`config.mk`:
```
export PLATFORM = sky130hd
export DESIGN_NAME = core_top
export DESIGN_NICKNAME = d
export VERILOG_FILES = /design/src/hw/isa_pkg.sv /design/src/hw/pipe_pkg.sv /design/src/hw/core_top.sv /design/src/hw/decode_unit.sv /design/src/hw/exec_unit.sv /design/src/hw/hazard_unit.sv /design/src/hw/mem_wb_stage.sv /design/src/hw/pipe_id_ex.sv /design/src/hw/reg_file.sv
export VERILOG_INCLUDE_DIRS = /design/src /design/src/hw
export SDC_FILE = /design/constraint.sdc
export NUM_CORES = 1
export LEC_CHECK = 0
export CAP_MARGIN = 20
export CORE_AREA = 3 3 265 267
export CTS_CLUSTER_DIAMETER = 30
export DETAILED_ROUTE_END_ITERATION = 10
export DIE_AREA = 0 0 268 270
export DONT_BUFFER_PORTS = 1
export PLACE_DENSITY = 0.64
export SLEW_MARGIN = 20
export SYNTH_ARGS = -nofsm -noshare
export SYNTH_HDL_FRONTEND = slang
export SYNTH_HIERARCHICAL = 1
export SYNTH_SLANG_ARGS = --single-unit
```
`constraint.sdc`:
```
create_clock -name clk -period 7.1 [get_ports clk]
set_input_delay 0 -clock clk [delete_from_list [all_inputs] [get_ports clk]]
set_output_delay 0 -clock clk [all_outputs]
set_load 0.005 [all_outputs]
```
`src/hw/core_cfg.svh`:
```
`ifndef CORE_CFG_SVH
`define CORE_CFG_SVH

// core sizing
`define CORE_DATA_W     16  // datapath and register width
`define CORE_NREGS      8   // architectural registers r0..r7
`define CORE_DMEM_DEPTH 16  // data memory words, low alu bits form the address

`endif

```
`src/hw/isa_pkg.sv`:
```
`default_nettype none

`include "core_cfg.svh"

package isa_pkg;

  typedef logic [`CORE_DATA_W-1:0]        word_t;     // register / memory word
  typedef logic [$clog2(`CORE_NREGS)-1:0] reg_idx_t;  // register number

  // top nibble of every instruction
  typedef enum logic [3:0] {
    NOP  = 4'h0,
    ADD  = 4'h1,
    SUB  = 4'h2,
    AND  = 4'h3,
    OR   = 4'h4,
    XOR  = 4'h5,
    SLL  = 4'h6,  // shift by low four bits of rt value
    ADDI = 4'h7,
    LDI  = 4'h8,
    LD   = 4'h9,
    ST   = 4'ha,  // rd field names the stored register
    HALT = 4'hb
  } opcode_e;

  ////////////////////////////////////////
  // field positions
  localparam int unsigned OPC_LSB = 12;
  localparam int unsigned RD_LSB  = 9;
  localparam int unsigned RS_LSB  = 6;
  localparam int unsigned RT_LSB  = 3;
  localparam int unsigned IMM6_W  = 6;  // addi / ld / st offset, signed
  localparam int unsigned IMM9_W  = 9;  // ldi constant, zero extended

  localparam word_t NOP_INSTR = '0;  // opcode NOP, all fields zero

endpackage

`default_nettype wire

```
`src/hw/pipe_pkg.sv`:
```
`default_nettype none

package pipe_pkg;

  // alu function, picked in decode
  typedef enum logic [2:0] {
    ALU_ADD   = 3'd0,  // also forms ld/st addresses
    ALU_SUB   = 3'd1,
    ALU_AND   = 3'd2,
    ALU_OR    = 3'd3,
    ALU_XOR   = 3'd4,
    ALU_SLL   = 3'd5,
    ALU_PASSB = 3'd6   // operand b straight through, used by ldi
  } alu_op_e;

  // writeback value source
  typedef enum logic {
    RES_ALU = 1'b0,
    RES_MEM = 1'b1
  } res_src_e;

endpackage

`default_nettype wire

```
`src/hw/core_top.sv`:
```
`timescale 1ns/1ps
`default_nettype none

module core_top (
  input  logic              clk,
  input  logic              rst_n_i,
  input  logic              instr_valid_i,
  input  isa_pkg::word_t    instr_i,
  output logic              instr_ready_o,
  output logic              wb_valid_o,
  output isa_pkg::reg_idx_t wb_reg_o,
  output isa_pkg::word_t    wb_data_o,
  output logic              halt_o
);
  import isa_pkg::*;
  import pipe_pkg::*;

  // decode stage
  word_t    id_instr, id_imm, rf_data_one, rf_data_two;
  reg_idx_t id_rd, id_rs, id_rt, id_wsel;
  logic     id_use_rs, id_use_rt, id_alu_src, id_reg_write;
  logic     id_mem_read, id_mem_write, id_halt;
  alu_op_e  id_alu_op;
  res_src_e id_res_src;
  logic     stall_decode;

  // id/ex outputs
  word_t    ex_imm, ex_data_one, ex_data_two;
  reg_idx_t ex_wsel;
  logic     ex_alu_src, ex_reg_write, ex_mem_read, ex_mem_write, ex_halt;
  alu_op_e  ex_alu_op;
  res_src_e ex_res_src;

  // ex/mem outputs
  word_t    mem_alu_res, mem_store_data;
  reg_idx_t mem_wsel;
  logic     mem_reg_write, mem_mem_read, mem_mem_write, mem_halt;
  res_src_e mem_res_src;

  decode_unit u_decode (
    .clk(clk), .rst_n_i(rst_n_i), .instr_valid_i(instr_valid_i), .instr_i(instr_i),
    .stall_i(stall_decode), .instr_o(id_instr), .rd_o(id_rd), .rs_o(id_rs), .rt_o(id_rt),
    .write_sel_o(id_wsel), .use_rs_o(id_use_rs), .use_rt_o(id_use_rt),
    .alu_op_o(id_alu_op), .alu_src_o(id_alu_src), .reg_write_o(id_reg_write),
    .mem_read_o(id_mem_read), .mem_write_o(id_mem_write), .res_src_o(id_res_src),
    .halt_o(id_halt), .immediate_o(id_imm)
  );

  reg_file u_reg_file (
    .clk(clk), .rst_n_i(rst_n_i), .rs_i(id_rs), .rt_i(id_rt),
    .we_i(wb_valid_o), .wr_idx_i(wb_reg_o), .wr_data_i(wb_data_o),  // from mem/wb
    .data_one_o(rf_data_one), .data_two_o(rf_data_two)
  );

  hazard_unit u_hazard (
    .clk(clk), .rst_n_i(rst_n_i), .instr_valid_i(instr_valid_i),
    .rs_i(id_rs), .rt_i(id_rt), .use_rs_i(id_use_rs), .use_rt_i(id_use_rt),
    .ex_dst_i(ex_wsel), .ex_wr_i(ex_reg_write), .mem_dst_i(mem_wsel),
    .mem_wr_i(mem_reg_write), .halt_seen_i(id_halt),
    .stall_o(stall_decode), .instr_ready_o(instr_ready_o)
  );

  // instr and source fields are carried but not used past id/ex
  pipe_id_ex u_id_ex (
    .clk(clk), .rst_n_i(rst_n_i), .stall_decode_i(stall_decode),
    .instr_i(id_instr), .rd_i(id_rd), .rs_i(id_rs), .rt_i(id_rt), .write_sel_i(id_wsel),
    .use_rs_i(id_use_rs), .use_rt_i(id_use_rt), .alu_op_i(id_alu_op),
    .alu_src_i(id_alu_src), .reg_write_i(id_reg_write), .mem_read_i(id_mem_read),
    .mem_write_i(id_mem_write), .res_src_i(id_res_src), .halt_i(id_halt),
    .immediate_i(id_imm), .data_one_i(rf_data_one), .data_two_i(rf_data_two),
    .instr_o(), .rd_o(), .rs_o(), .rt_o(), .write_sel_o(ex_wsel),
    .use_rs_o(), .use_rt_o(), .alu_op_o(ex_alu_op), .alu_src_o(ex_alu_src),
    .reg_write_o(ex_reg_write), .mem_read_o(ex_mem_read), .mem_write_o(ex_mem_write),
    .res_src_o(ex_res_src), .halt_o(ex_halt), .immediate_o(ex_imm),
    .data_one_o(ex_data_one), .data_two_o(ex_data_two)
  );

  exec_unit u_exec (
    .clk(clk), .rst_n_i(rst_n_i), .alu_op_i(ex_alu_op), .alu_src_i(ex_alu_src),
    .reg_write_i(ex_reg_write), .mem_read_i(ex_mem_read), .mem_write_i(ex_mem_write),
    .res_src_i(ex_res_src), .halt_i(ex_halt), .write_sel_i(ex_wsel),
    .immediate_i(ex_imm), .data_one_i(ex_data_one), .data_two_i(ex_data_two),
    .alu_res_o(mem_alu_res), .store_data_o(mem_store_data), .write_sel_o(mem_wsel),
    .reg_write_o(mem_reg_write), .mem_read_o(mem_mem_read), .mem_write_o(mem_mem_write),
    .res_src_o(mem_res_src), .halt_o(mem_halt)
  );

  mem_wb_stage u_mem_wb (
    .clk(clk), .rst_n_i(rst_n_i), .alu_res_i(mem_alu_res), .store_data_i(mem_store_data),
    .write_sel_i(mem_wsel), .reg_write_i(mem_reg_write), .mem_read_i(mem_mem_read),
    .mem_write_i(mem_mem_write), .res_src_i(mem_res_src), .halt_i(mem_halt),
    .wb_valid_o(wb_valid_o), .wb_reg_o(wb_reg_o), .wb_data_o(wb_data_o), .halt_o(halt_o)
  );

endmodule

`default_nettype wire

```
`src/hw/decode_unit.sv`:
```
`timescale 1ns/1ps
`default_nettype none

module decode_unit (
  input  logic               clk,
  input  logic               rst_n_i,
  input  logic               instr_valid_i,
  input  isa_pkg::word_t     instr_i,
  input  logic               stall_i,       // raw hazard, hold if/id
  output isa_pkg::word_t     instr_o,
  output isa_pkg::reg_idx_t  rd_o,
  output isa_pkg::reg_idx_t  rs_o,
  output isa_pkg::reg_idx_t  rt_o,          // second read port index
  output isa_pkg::reg_idx_t  write_sel_o,
  output logic               use_rs_o,
  output logic               use_rt_o,
  output pipe_pkg::alu_op_e  alu_op_o,
  output logic               alu_src_o,     // 1 = immediate is operand b
  output logic               reg_write_o,
  output logic               mem_read_o,
  output logic               mem_write_o,
  output pipe_pkg::res_src_e res_src_o,
  output logic               halt_o,
  output isa_pkg::word_t     immediate_o
);
  import isa_pkg::*;
  import pipe_pkg::*;

  word_t   if_id_q;   // if/id register
  logic    closed_q;  // feed shut for good once halt decoded
  logic    take;      // feed beat lands in if/id this edge
  opcode_e opc;

  // same condition as instr_ready_o, seen from the decode side
  assign take = instr_valid_i && !stall_i && !halt_o && !closed_q;

  always_ff @(posedge clk) begin
    if (!rst_n_i) begin
      if_id_q  <= NOP_INSTR;
      closed_q <= 1'b0;
    end else begin
      if (halt_o) begin
        closed_q <= 1'b1;
      end
      if (!stall_i) begin
        if_id_q <= take ? instr_i : NOP_INSTR;  // empty slot becomes nop
      end
    end
  end

  ////////////////////////////////////////
  // fields and immediate
  assign opc         = opcode_e'(if_id_q[OPC_LSB +: $bits(opcode_e)]);
  assign instr_o     = if_id_q;
  assign rd_o        = if_id_q[RD_LSB +: $bits(reg_idx_t)];
  assign rs_o        = if_id_q[RS_LSB +: $bits(reg_idx_t)];
  assign rt_o        = (opc == ST) ? rd_o : if_id_q[RT_LSB +: $bits(reg_idx_t)];  // st data
  assign write_sel_o = rd_o;
  assign immediate_o = (opc == LDI) ? word_t'(if_id_q[IMM9_W-1:0])          // zero ext
                                    : word_t'(signed'(if_id_q[IMM6_W-1:0])); // sign ext

  ////////////////////////////////////////
  // control decode
  always_comb begin
    use_rs_o    = 1'b0;
    use_rt_o    = 1'b0;
    alu_src_o   = 1'b0;
    reg_write_o = 1'b0;
    mem_read_o  = 1'b0;
    mem_write_o = 1'b0;
    res_src_o   = RES_ALU;
    halt_o      = 1'b0;
    case (opc)
      ADD, SUB, AND, OR, XOR, SLL: begin  // rd = rs op rt
        use_rs_o    = 1'b1;
        use_rt_o    = 1'b1;
        reg_write_o = 1'b1;
      end
      ADDI: begin
        use_rs_o    = 1'b1;
        alu_src_o   = 1'b1;
        reg_write_o = 1'b1;
      end
      LDI: begin
        alu_src_o   = 1'b1;
        reg_write_o = 1'b1;
      end
      LD: begin
        use_rs_o    = 1'b1;   // base
        alu_src_o   = 1'b1;
        reg_write_o = 1'b1;
        mem_read_o  = 1'b1;
        res_src_o   = RES_MEM;
      end
      ST: begin
        use_rs_o    = 1'b1;
        use_rt_o    = 1'b1;   // rd value rides on port two
        alu_src_o   = 1'b1;
        mem_write_o = 1'b1;
      end
      HALT:    halt_o = 1'b1;
      default: ;              // nop and spare codes do nothing
    endcase
  end

  always_comb begin
    case (opc)
      SUB:     alu_op_o = ALU_SUB;
      AND:     alu_op_o = ALU_AND;
      OR:      alu_op_o = ALU_OR;
      XOR:     alu_op_o = ALU_XOR;
      SLL:     alu_op_o = ALU_SLL;
      LDI:     alu_op_o = ALU_PASSB;
      default: alu_op_o = ALU_ADD;  // add, addi, ld, st
    endcase
  end

endmodule

`default_nettype wire

```
`src/hw/exec_unit.sv`:
```
`timescale 1ns/1ps
`default_nettype none

module exec_unit (
  input  logic               clk,
  input  logic               rst_n_i,
  input  pipe_pkg::alu_op_e  alu_op_i,
  input  logic               alu_src_i,
  input  logic               reg_write_i,
  input  logic               mem_read_i,
  input  logic               mem_write_i,
  input  pipe_pkg::res_src_e res_src_i,
  input  logic               halt_i,
  input  isa_pkg::reg_idx_t  write_sel_i,
  input  isa_pkg::word_t     immediate_i,
  input  isa_pkg::word_t     data_one_i,
  input  isa_pkg::word_t     data_two_i,
  output isa_pkg::word_t     alu_res_o,     // result or memory address
  output isa_pkg::word_t     store_data_o,
  output isa_pkg::reg_idx_t  write_sel_o,   // also to hazard_unit
  output logic               reg_write_o,
  output logic               mem_read_o,
  output logic               mem_write_o,
  output pipe_pkg::res_src_e res_src_o,
  output logic               halt_o
);
  import isa_pkg::*;
  import pipe_pkg::*;

  word_t op_b;
  word_t alu_d;

  assign op_b = alu_src_i ? immediate_i : data_two_i;

  always_comb begin
    case (alu_op_i)
      ALU_ADD:   alu_d = data_one_i + op_b;  // wraps at 16 bits
      ALU_SUB:   alu_d = data_one_i - op_b;
      ALU_AND:   alu_d = data_one_i & op_b;
      ALU_OR:    alu_d = data_one_i | op_b;
      ALU_XOR:   alu_d = data_one_i ^ op_b;
      ALU_SLL:   alu_d = data_one_i << op_b[3:0];
      default:   alu_d = op_b;               // passb
    endcase
  end

  ////////////////////////////////////////
  // ex/mem register
  always_ff @(posedge clk) begin
    if (!rst_n_i) begin
      reg_write_o <= 1'b0;
      mem_read_o  <= 1'b0;
      mem_write_o <= 1'b0;
      halt_o      <= 1'b0;
    end else begin
      reg_write_o <= reg_write_i;
      mem_read_o  <= mem_read_i;
      mem_write_o <= mem_write_i;
      halt_o      <= halt_i;
    end
  end

  always_ff @(posedge clk) begin
    alu_res_o    <= alu_d;
    store_data_o <= data_two_i;
    write_sel_o  <= write_sel_i;
    res_src_o    <= res_src_i;
  end

endmodule

`default_nettype wire

```
`src/hw/hazard_unit.sv`:
```
`timescale 1ns/1ps
`default_nettype none

module hazard_unit (
  input  logic              clk,
  input  logic              rst_n_i,
  input  logic              instr_valid_i,
  input  isa_pkg::reg_idx_t rs_i,
  input  isa_pkg::reg_idx_t rt_i,
  input  logic              use_rs_i,
  input  logic              use_rt_i,
  input  isa_pkg::reg_idx_t ex_dst_i,     // id/ex destination
  input  logic              ex_wr_i,
  input  isa_pkg::reg_idx_t mem_dst_i,    // ex/mem destination
  input  logic              mem_wr_i,
  input  logic              halt_seen_i,  // if/id holds halt
  output logic              stall_o,
  output logic              instr_ready_o
);
  logic halted_q;
  logic rs_hit;
  logic rt_hit;

  // mem/wb left out, reg_file forwards its own write
  assign rs_hit = use_rs_i && ((ex_wr_i && rs_i == ex_dst_i) || (mem_wr_i && rs_i == mem_dst_i));
  assign rt_hit = use_rt_i && ((ex_wr_i && rt_i == ex_dst_i) || (mem_wr_i && rt_i == mem_dst_i));

  assign stall_o       = rs_hit || rt_hit;
  assign instr_ready_o = !stall_o && !halted_q && !halt_seen_i;  // nothing after halt

  always_ff @(posedge clk) begin
    if (!rst_n_i) begin
      halted_q <= 1'b0;
    end else if (halt_seen_i) begin
      halted_q <= 1'b1;  // sticky until reset
    end
  end

  // from the cycle after halt is decoded the feed never takes a beat
  ap_feed_closed: assert property (@(posedge clk) disable iff (!rst_n_i)
    (halt_seen_i || halted_q) |=> !(instr_valid_i && instr_ready_o));

endmodule

`default_nettype wire

```
`src/hw/mem_wb_stage.sv`:
```
`timescale 1ns/1ps
`default_nettype none

`include "core_cfg.svh"

module mem_wb_stage (
  input  logic               clk,
  input  logic               rst_n_i,
  input  isa_pkg::word_t     alu_res_i,
  input  isa_pkg::word_t     store_data_i,
  input  isa_pkg::reg_idx_t  write_sel_i,
  input  logic               reg_write_i,
  input  logic               mem_read_i,
  input  logic               mem_write_i,
  input  pipe_pkg::res_src_e res_src_i,
  input  logic               halt_i,
  output logic               wb_valid_o,  // also the reg_file write enable
  output isa_pkg::reg_idx_t  wb_reg_o,
  output isa_pkg::word_t     wb_data_o,
  output logic               halt_o       // sticky
);
  import isa_pkg::*;
  import pipe_pkg::*;

  localparam int unsigned AW = $clog2(`CORE_DMEM_DEPTH);

  word_t          mem_q [`CORE_DMEM_DEPTH];
  logic [AW-1:0]  addr;
  word_t          load_data;

  assign addr      = alu_res_i[AW-1:0];  // upper address bits ignored
  assign load_data = mem_read_i ? mem_q[addr] : '0;

  always_ff @(posedge clk) begin
    if (!rst_n_i) begin
      mem_q <= '{default: '0};  // unwritten words read zero
    end else if (mem_write_i) begin
      mem_q[addr] <= store_data_i;
    end
  end

  ////////////////////////////////////////
  // mem/wb register
  always_ff @(posedge clk) begin
    if (!rst_n_i) begin
      wb_valid_o <= 1'b0;
      halt_o     <= 1'b0;
    end else begin
      wb_valid_o <= reg_write_i;
      if (halt_i) begin
        halt_o <= 1'b1;
      end
    end
  end

  always_ff @(posedge clk) begin
    wb_reg_o  <= write_sel_i;
    wb_data_o <= (res_src_i == RES_MEM) ? load_data : alu_res_i;
  end

  // decode never sets both for one instruction
  ap_rw_excl: assert property (@(posedge clk) disable iff (!rst_n_i)
    !(mem_read_i && mem_write_i));

endmodule

`default_nettype wire

```
`src/hw/pipe_id_ex.sv`:
```
`timescale 1ns/1ps
`default_nettype none

module pipe_id_ex (
  input  logic               clk,
  input  logic               rst_n_i,
  input  logic               stall_decode_i,  // slot becomes a bubble
  input  isa_pkg::word_t     instr_i,
  input  isa_pkg::reg_idx_t  rd_i,
  input  isa_pkg::reg_idx_t  rs_i,
  input  isa_pkg::reg_idx_t  rt_i,
  input  isa_pkg::reg_idx_t  write_sel_i,
  input  logic               use_rs_i,
  input  logic               use_rt_i,
  input  pipe_pkg::alu_op_e  alu_op_i,
  input  logic               alu_src_i,
  input  logic               reg_write_i,
  input  logic               mem_read_i,
  input  logic               mem_write_i,
  input  pipe_pkg::res_src_e res_src_i,
  input  logic               halt_i,
  input  isa_pkg::word_t     immediate_i,
  input  isa_pkg::word_t     data_one_i,
  input  isa_pkg::word_t     data_two_i,
  output isa_pkg::word_t     instr_o,
  output isa_pkg::reg_idx_t  rd_o,
  output isa_pkg::reg_idx_t  rs_o,
  output isa_pkg::reg_idx_t  rt_o,
  output isa_pkg::reg_idx_t  write_sel_o,
  output logic               use_rs_o,
  output logic               use_rt_o,
  output pipe_pkg::alu_op_e  alu_op_o,
  output logic               alu_src_o,
  output logic               reg_write_o,
  output logic               mem_read_o,
  output logic               mem_write_o,
  output pipe_pkg::res_src_e res_src_o,
  output logic               halt_o,
  output isa_pkg::word_t     immediate_o,
  output isa_pkg::word_t     data_one_o,
  output isa_pkg::word_t     data_two_o
);
  import isa_pkg::*;

  ////////////////////////////////////////
  // enables, cleared for a bubble
  always_ff @(posedge clk) begin
    if (!rst_n_i) begin
      instr_o     <= NOP_INSTR;
      reg_write_o <= 1'b0;
      mem_read_o  <= 1'b0;
      mem_write_o <= 1'b0;
      halt_o      <= 1'b0;
    end else begin
      instr_o     <= stall_decode_i ? NOP_INSTR : instr_i;
      reg_write_o <= reg_write_i && !stall_decode_i;
      mem_read_o  <= mem_read_i && !stall_decode_i;
      mem_write_o <= mem_write_i && !stall_decode_i;
      halt_o      <= halt_i && !stall_decode_i;
    end
  end

  // payload, don't care while the enables are low
  always_ff @(posedge clk) begin
    rd_o        <= rd_i;
    rs_o        <= rs_i;
    rt_o        <= rt_i;
    write_sel_o <= write_sel_i;
    use_rs_o    <= use_rs_i;
    use_rt_o    <= use_rt_i;
    alu_op_o    <= alu_op_i;
    alu_src_o   <= alu_src_i;
    res_src_o   <= res_src_i;
    immediate_o <= immediate_i;
    data_one_o  <= data_one_i;  // rs value
    data_two_o  <= data_two_i;  // rt value or st data
  end

  // a stalled decode slot never reaches ex as a write
  ap_bubble: assert property (@(posedge clk) disable iff (!rst_n_i)
    stall_decode_i |=> !reg_write_o && !mem_write_o);

endmodule

`default_nettype wire

```
`src/hw/reg_file.sv`:
```
`timescale 1ns/1ps
`default_nettype none

`include "core_cfg.svh"

module reg_file (
  input  logic              clk,
  input  logic              rst_n_i,
  input  isa_pkg::reg_idx_t rs_i,
  input  isa_pkg::reg_idx_t rt_i,
  input  logic              we_i,       // writeback beat
  input  isa_pkg::reg_idx_t wr_idx_i,
  input  isa_pkg::word_t    wr_data_i,
  output isa_pkg::word_t    data_one_o,  // rs value
  output isa_pkg::word_t    data_two_o   // rt value, rd for st
);
  import isa_pkg::*;

  word_t regs_q [`CORE_NREGS];

  always_ff @(posedge clk) begin
    if (!rst_n_i) begin
      regs_q <= '{default: '0};
    end else if (we_i) begin
      regs_q[wr_idx_i] <= wr_data_i;
    end
  end

  // write-through, so a value in mem/wb needs no stall
  assign data_one_o = (we_i && wr_idx_i == rs_i) ? wr_data_i : regs_q[rs_i];
  assign data_two_o = (we_i && wr_idx_i == rt_i) ? wr_data_i : regs_q[rt_i];

endmodule

`default_nettype wire

```
==> reports/results.txt <==
First-pass GRT wire length -> 120000 µm
Die area -> 72400 µm²
Total GRT Usage -> 21.4%
Clk network pwr share -> 53.2%
Cts hold-fix bufs -> 43
Synthesis Warnings -> 6
Cells after Synth -> 2942
Horiz. Die Dim -> 268 µm
Hold Crit Class -> primary input to register
Flop2flop setup slack -> 2.88 ns
Worst endpoint required time -> 7.67 ns
Worst Path Buf+Inv -> 2
Clock sink total -> 523
DP Worst Slack -> 3.14 ns
RSZ-0062 raised after global routing -> false
Peak Freq -> 237 MHz
# IOs -> 41
# diodes -> 0
Layout cells sized above 1 -> 12.4%
Clock skew -> 0.0395 ns
Final setup vio count -> 0
Mapped Nets -> 3012
I/O Buffers -> 0
Minimum clock period -> 4.22 ns
CP Class -> register to register
Metal2 WL -> 36900 µm
Antenna-violating nets left -> 0
Pleak -> 10.9 nW
P&R area growth vs syn -> 16.5%
DP Wirelength -> 47500 µm
Setup ws final -> 2.88 ns
Crit-path max FO -> 35
Post-CTS setup repair buffer count -> 0
Sw Share -> 29.0%
Combinational fraction of design power -> 11.3%
Total Wirelength -> 79000 µm
GP Congestion -> 0.902
Commonest non-fill, non-tap cell in the layout -> nand2_1
Tightest Pin Transition -> 1.17 ns
Worst Setup SP -> u_decode/instr_o[15]
Worst Reg-to-Reg Cells -> 10
R2R Path End -> u_decode/instr_o[7]
Worst setup SP type -> register
Power Internal -> 6.82 mW
DR top layer -> met5
MaxCap Viol Count -> 0
DRT Pass-1 Iters -> 5
CP max stage delay -> 0.74 ns
Final hold viol count -> 0
NetSw -> 2.78 mW
Critical Path End Type -> register
Clock latency on the worst-skew pair -> 0.67 ns
R2R Path Start -> u_decode/instr_o[15]
Worst hold slack -> 0.0497 ns
Max H-tree Level -> 3
Mapped Area -> 26400 µm²
CTS tree -> yes
Most frequent cells in the layout -> 872 x nand2_1, 520 x dfxtp_1, 348 x a21boi_0
Vias per inst -> 5.43
Status -> finished clean
Met1 Routed Length -> 33800 µm
DR vias -> 20828
CP Cell Sequence -> nor3b_2, mux2_2, buf_4, xnor2_1, nand4_1, nand2_1, a22o_2, or4b_4, o21ai_0, dlygate4sd3_1
Syn Area/Cell -> 8.96 µm²
Cts bufs inserted -> 104
DR WL/cell -> 20.6 µm
Root Driver -> clkbuf_16
Cells resized by post-CTS repair -> 0
Largest net degree at the start of global routing -> 409
Max Slew Vio Count -> 0
Setup_tns -> 0 ns
Slew Limit Headroom -> 21.6%
Rows -> 96
CP Capture Point -> u_decode/instr_o[7]
Initial antenna violation count -> 1
Pwr per Cell Area -> 313 nW/µm²
Vias in the first global route -> 20065
DRC Markers -> 0
Total core area -> 68300 µm²
Number of stages on the worst setup path -> 10
Met3 routed WL -> 5580 µm
Critical Path Slowest Stage Cell -> or4b_4
Final nets -> 2931
Final period utilization -> 59.4%
Clk slew on worst S/H paths -> 0.06 ns
Max clock buf depth -> 3
Iter 0 DRT Violations -> 1800
Chip height -> 270 µm
Flop pwr share -> 35.4%
Initial Utilization -> 38.6%
Max rail drop VDD -> 197 µV
CP delay by family, top -> simple AND/OR/NAND/NOR gates
Grt ovf -> 0
Crit path DAT -> 4.78 ns
# fillers -> 6341
## power groups by stage
stage | registers [mW] | logic [mW] | clock network, mW
4_1_cts | 3.40 | 1.07 | 5.17
6_report | 3.40 | 1.09 | 5.11
3_3_place_gp | 3.46 | 1.01 | 0
3_5_place_dp | 3.46 | 1.01 | 0
2_1_floorplan | 3.16 | 0.913 | 0
5_1_grt | 3.41 | 1.16 | 5.32
## layer usage
layer | track usage (%) | up-vias
li1 | - | 9988
met1 | 27.7 | 9975
met2 | 34.4 | 711
met3 | 4.67 | 152
met4 | 8.64 | 2
met5 | 0 | -
## how the worst min path moves through the flow
stage	from	to	slack (ns)	depth (start not counted)
finish	rst_n_i	u_decode/instr_o[2]	0.05	3
CTS	rst_n_i	u_decode/instr_o[12]	0.008	3
detailed placement	instr_i[6]	u_decode/instr_o[6]	0.14	2
global route	rst_n_i	u_decode/instr_o[2]	0.05	3
floorplan	rst_n_i	u_exec/halt_o	0.12	1
global placement	instr_i[6]	u_decode/instr_o[6]	0.14	2
## tightest hold or removal path, cell delays in order
cell and delay (ns):
nand3_1 0.07, o21ai_2 0.05, dlygate4sd3_1 0.53
## final cells by class
type	instances	area (µm²)	area share, %
Multi-Input combinational cell	2097	14400	46.9
Clock inverter	73	942	3.07
Sequential cell	523	10500	34.1
Inverter	57	216	0.705
Clock buffer	124	2840	9.25
Timing Repair Buffer	78	733	2.39
Tap cell	882	1100	3.59
## through the flow
stage	instances	cell area [µm²]	utilization, %	total power, mW
3_3_place_gp	3592	26400	38.7	4.46
4_1_cts	3832	30700	44.9	9.64
3_5_place_dp	3592	26400	38.7	4.46
6_report	3834	30700	44.9	9.61
2_1_floorplan	2942	26400	-	4.07
5_1_grt	3834	30700	44.9	9.89
## sequential cells by signal, summed over array words and instances (netlist names), 3 cells and up
register and cells:
u_id_ex/data_two_o 16, u_id_ex/data_one_o 16, u_exec/store_data_o 16, u_reg_file/regs_q 128
u_exec/alu_res_o 16, u_mem_wb/mem_q 256, u_id_ex/immediate_o 16, u_id_ex/write_sel_o 3
u_decode/instr_o 16, u_mem_wb/wb_data_o 16, u_exec/write_sel_o 3, u_id_ex/alu_op_o 3
u_mem_wb/wb_reg_o 3
Note: power is estimated with default switching activity, not from simulation.
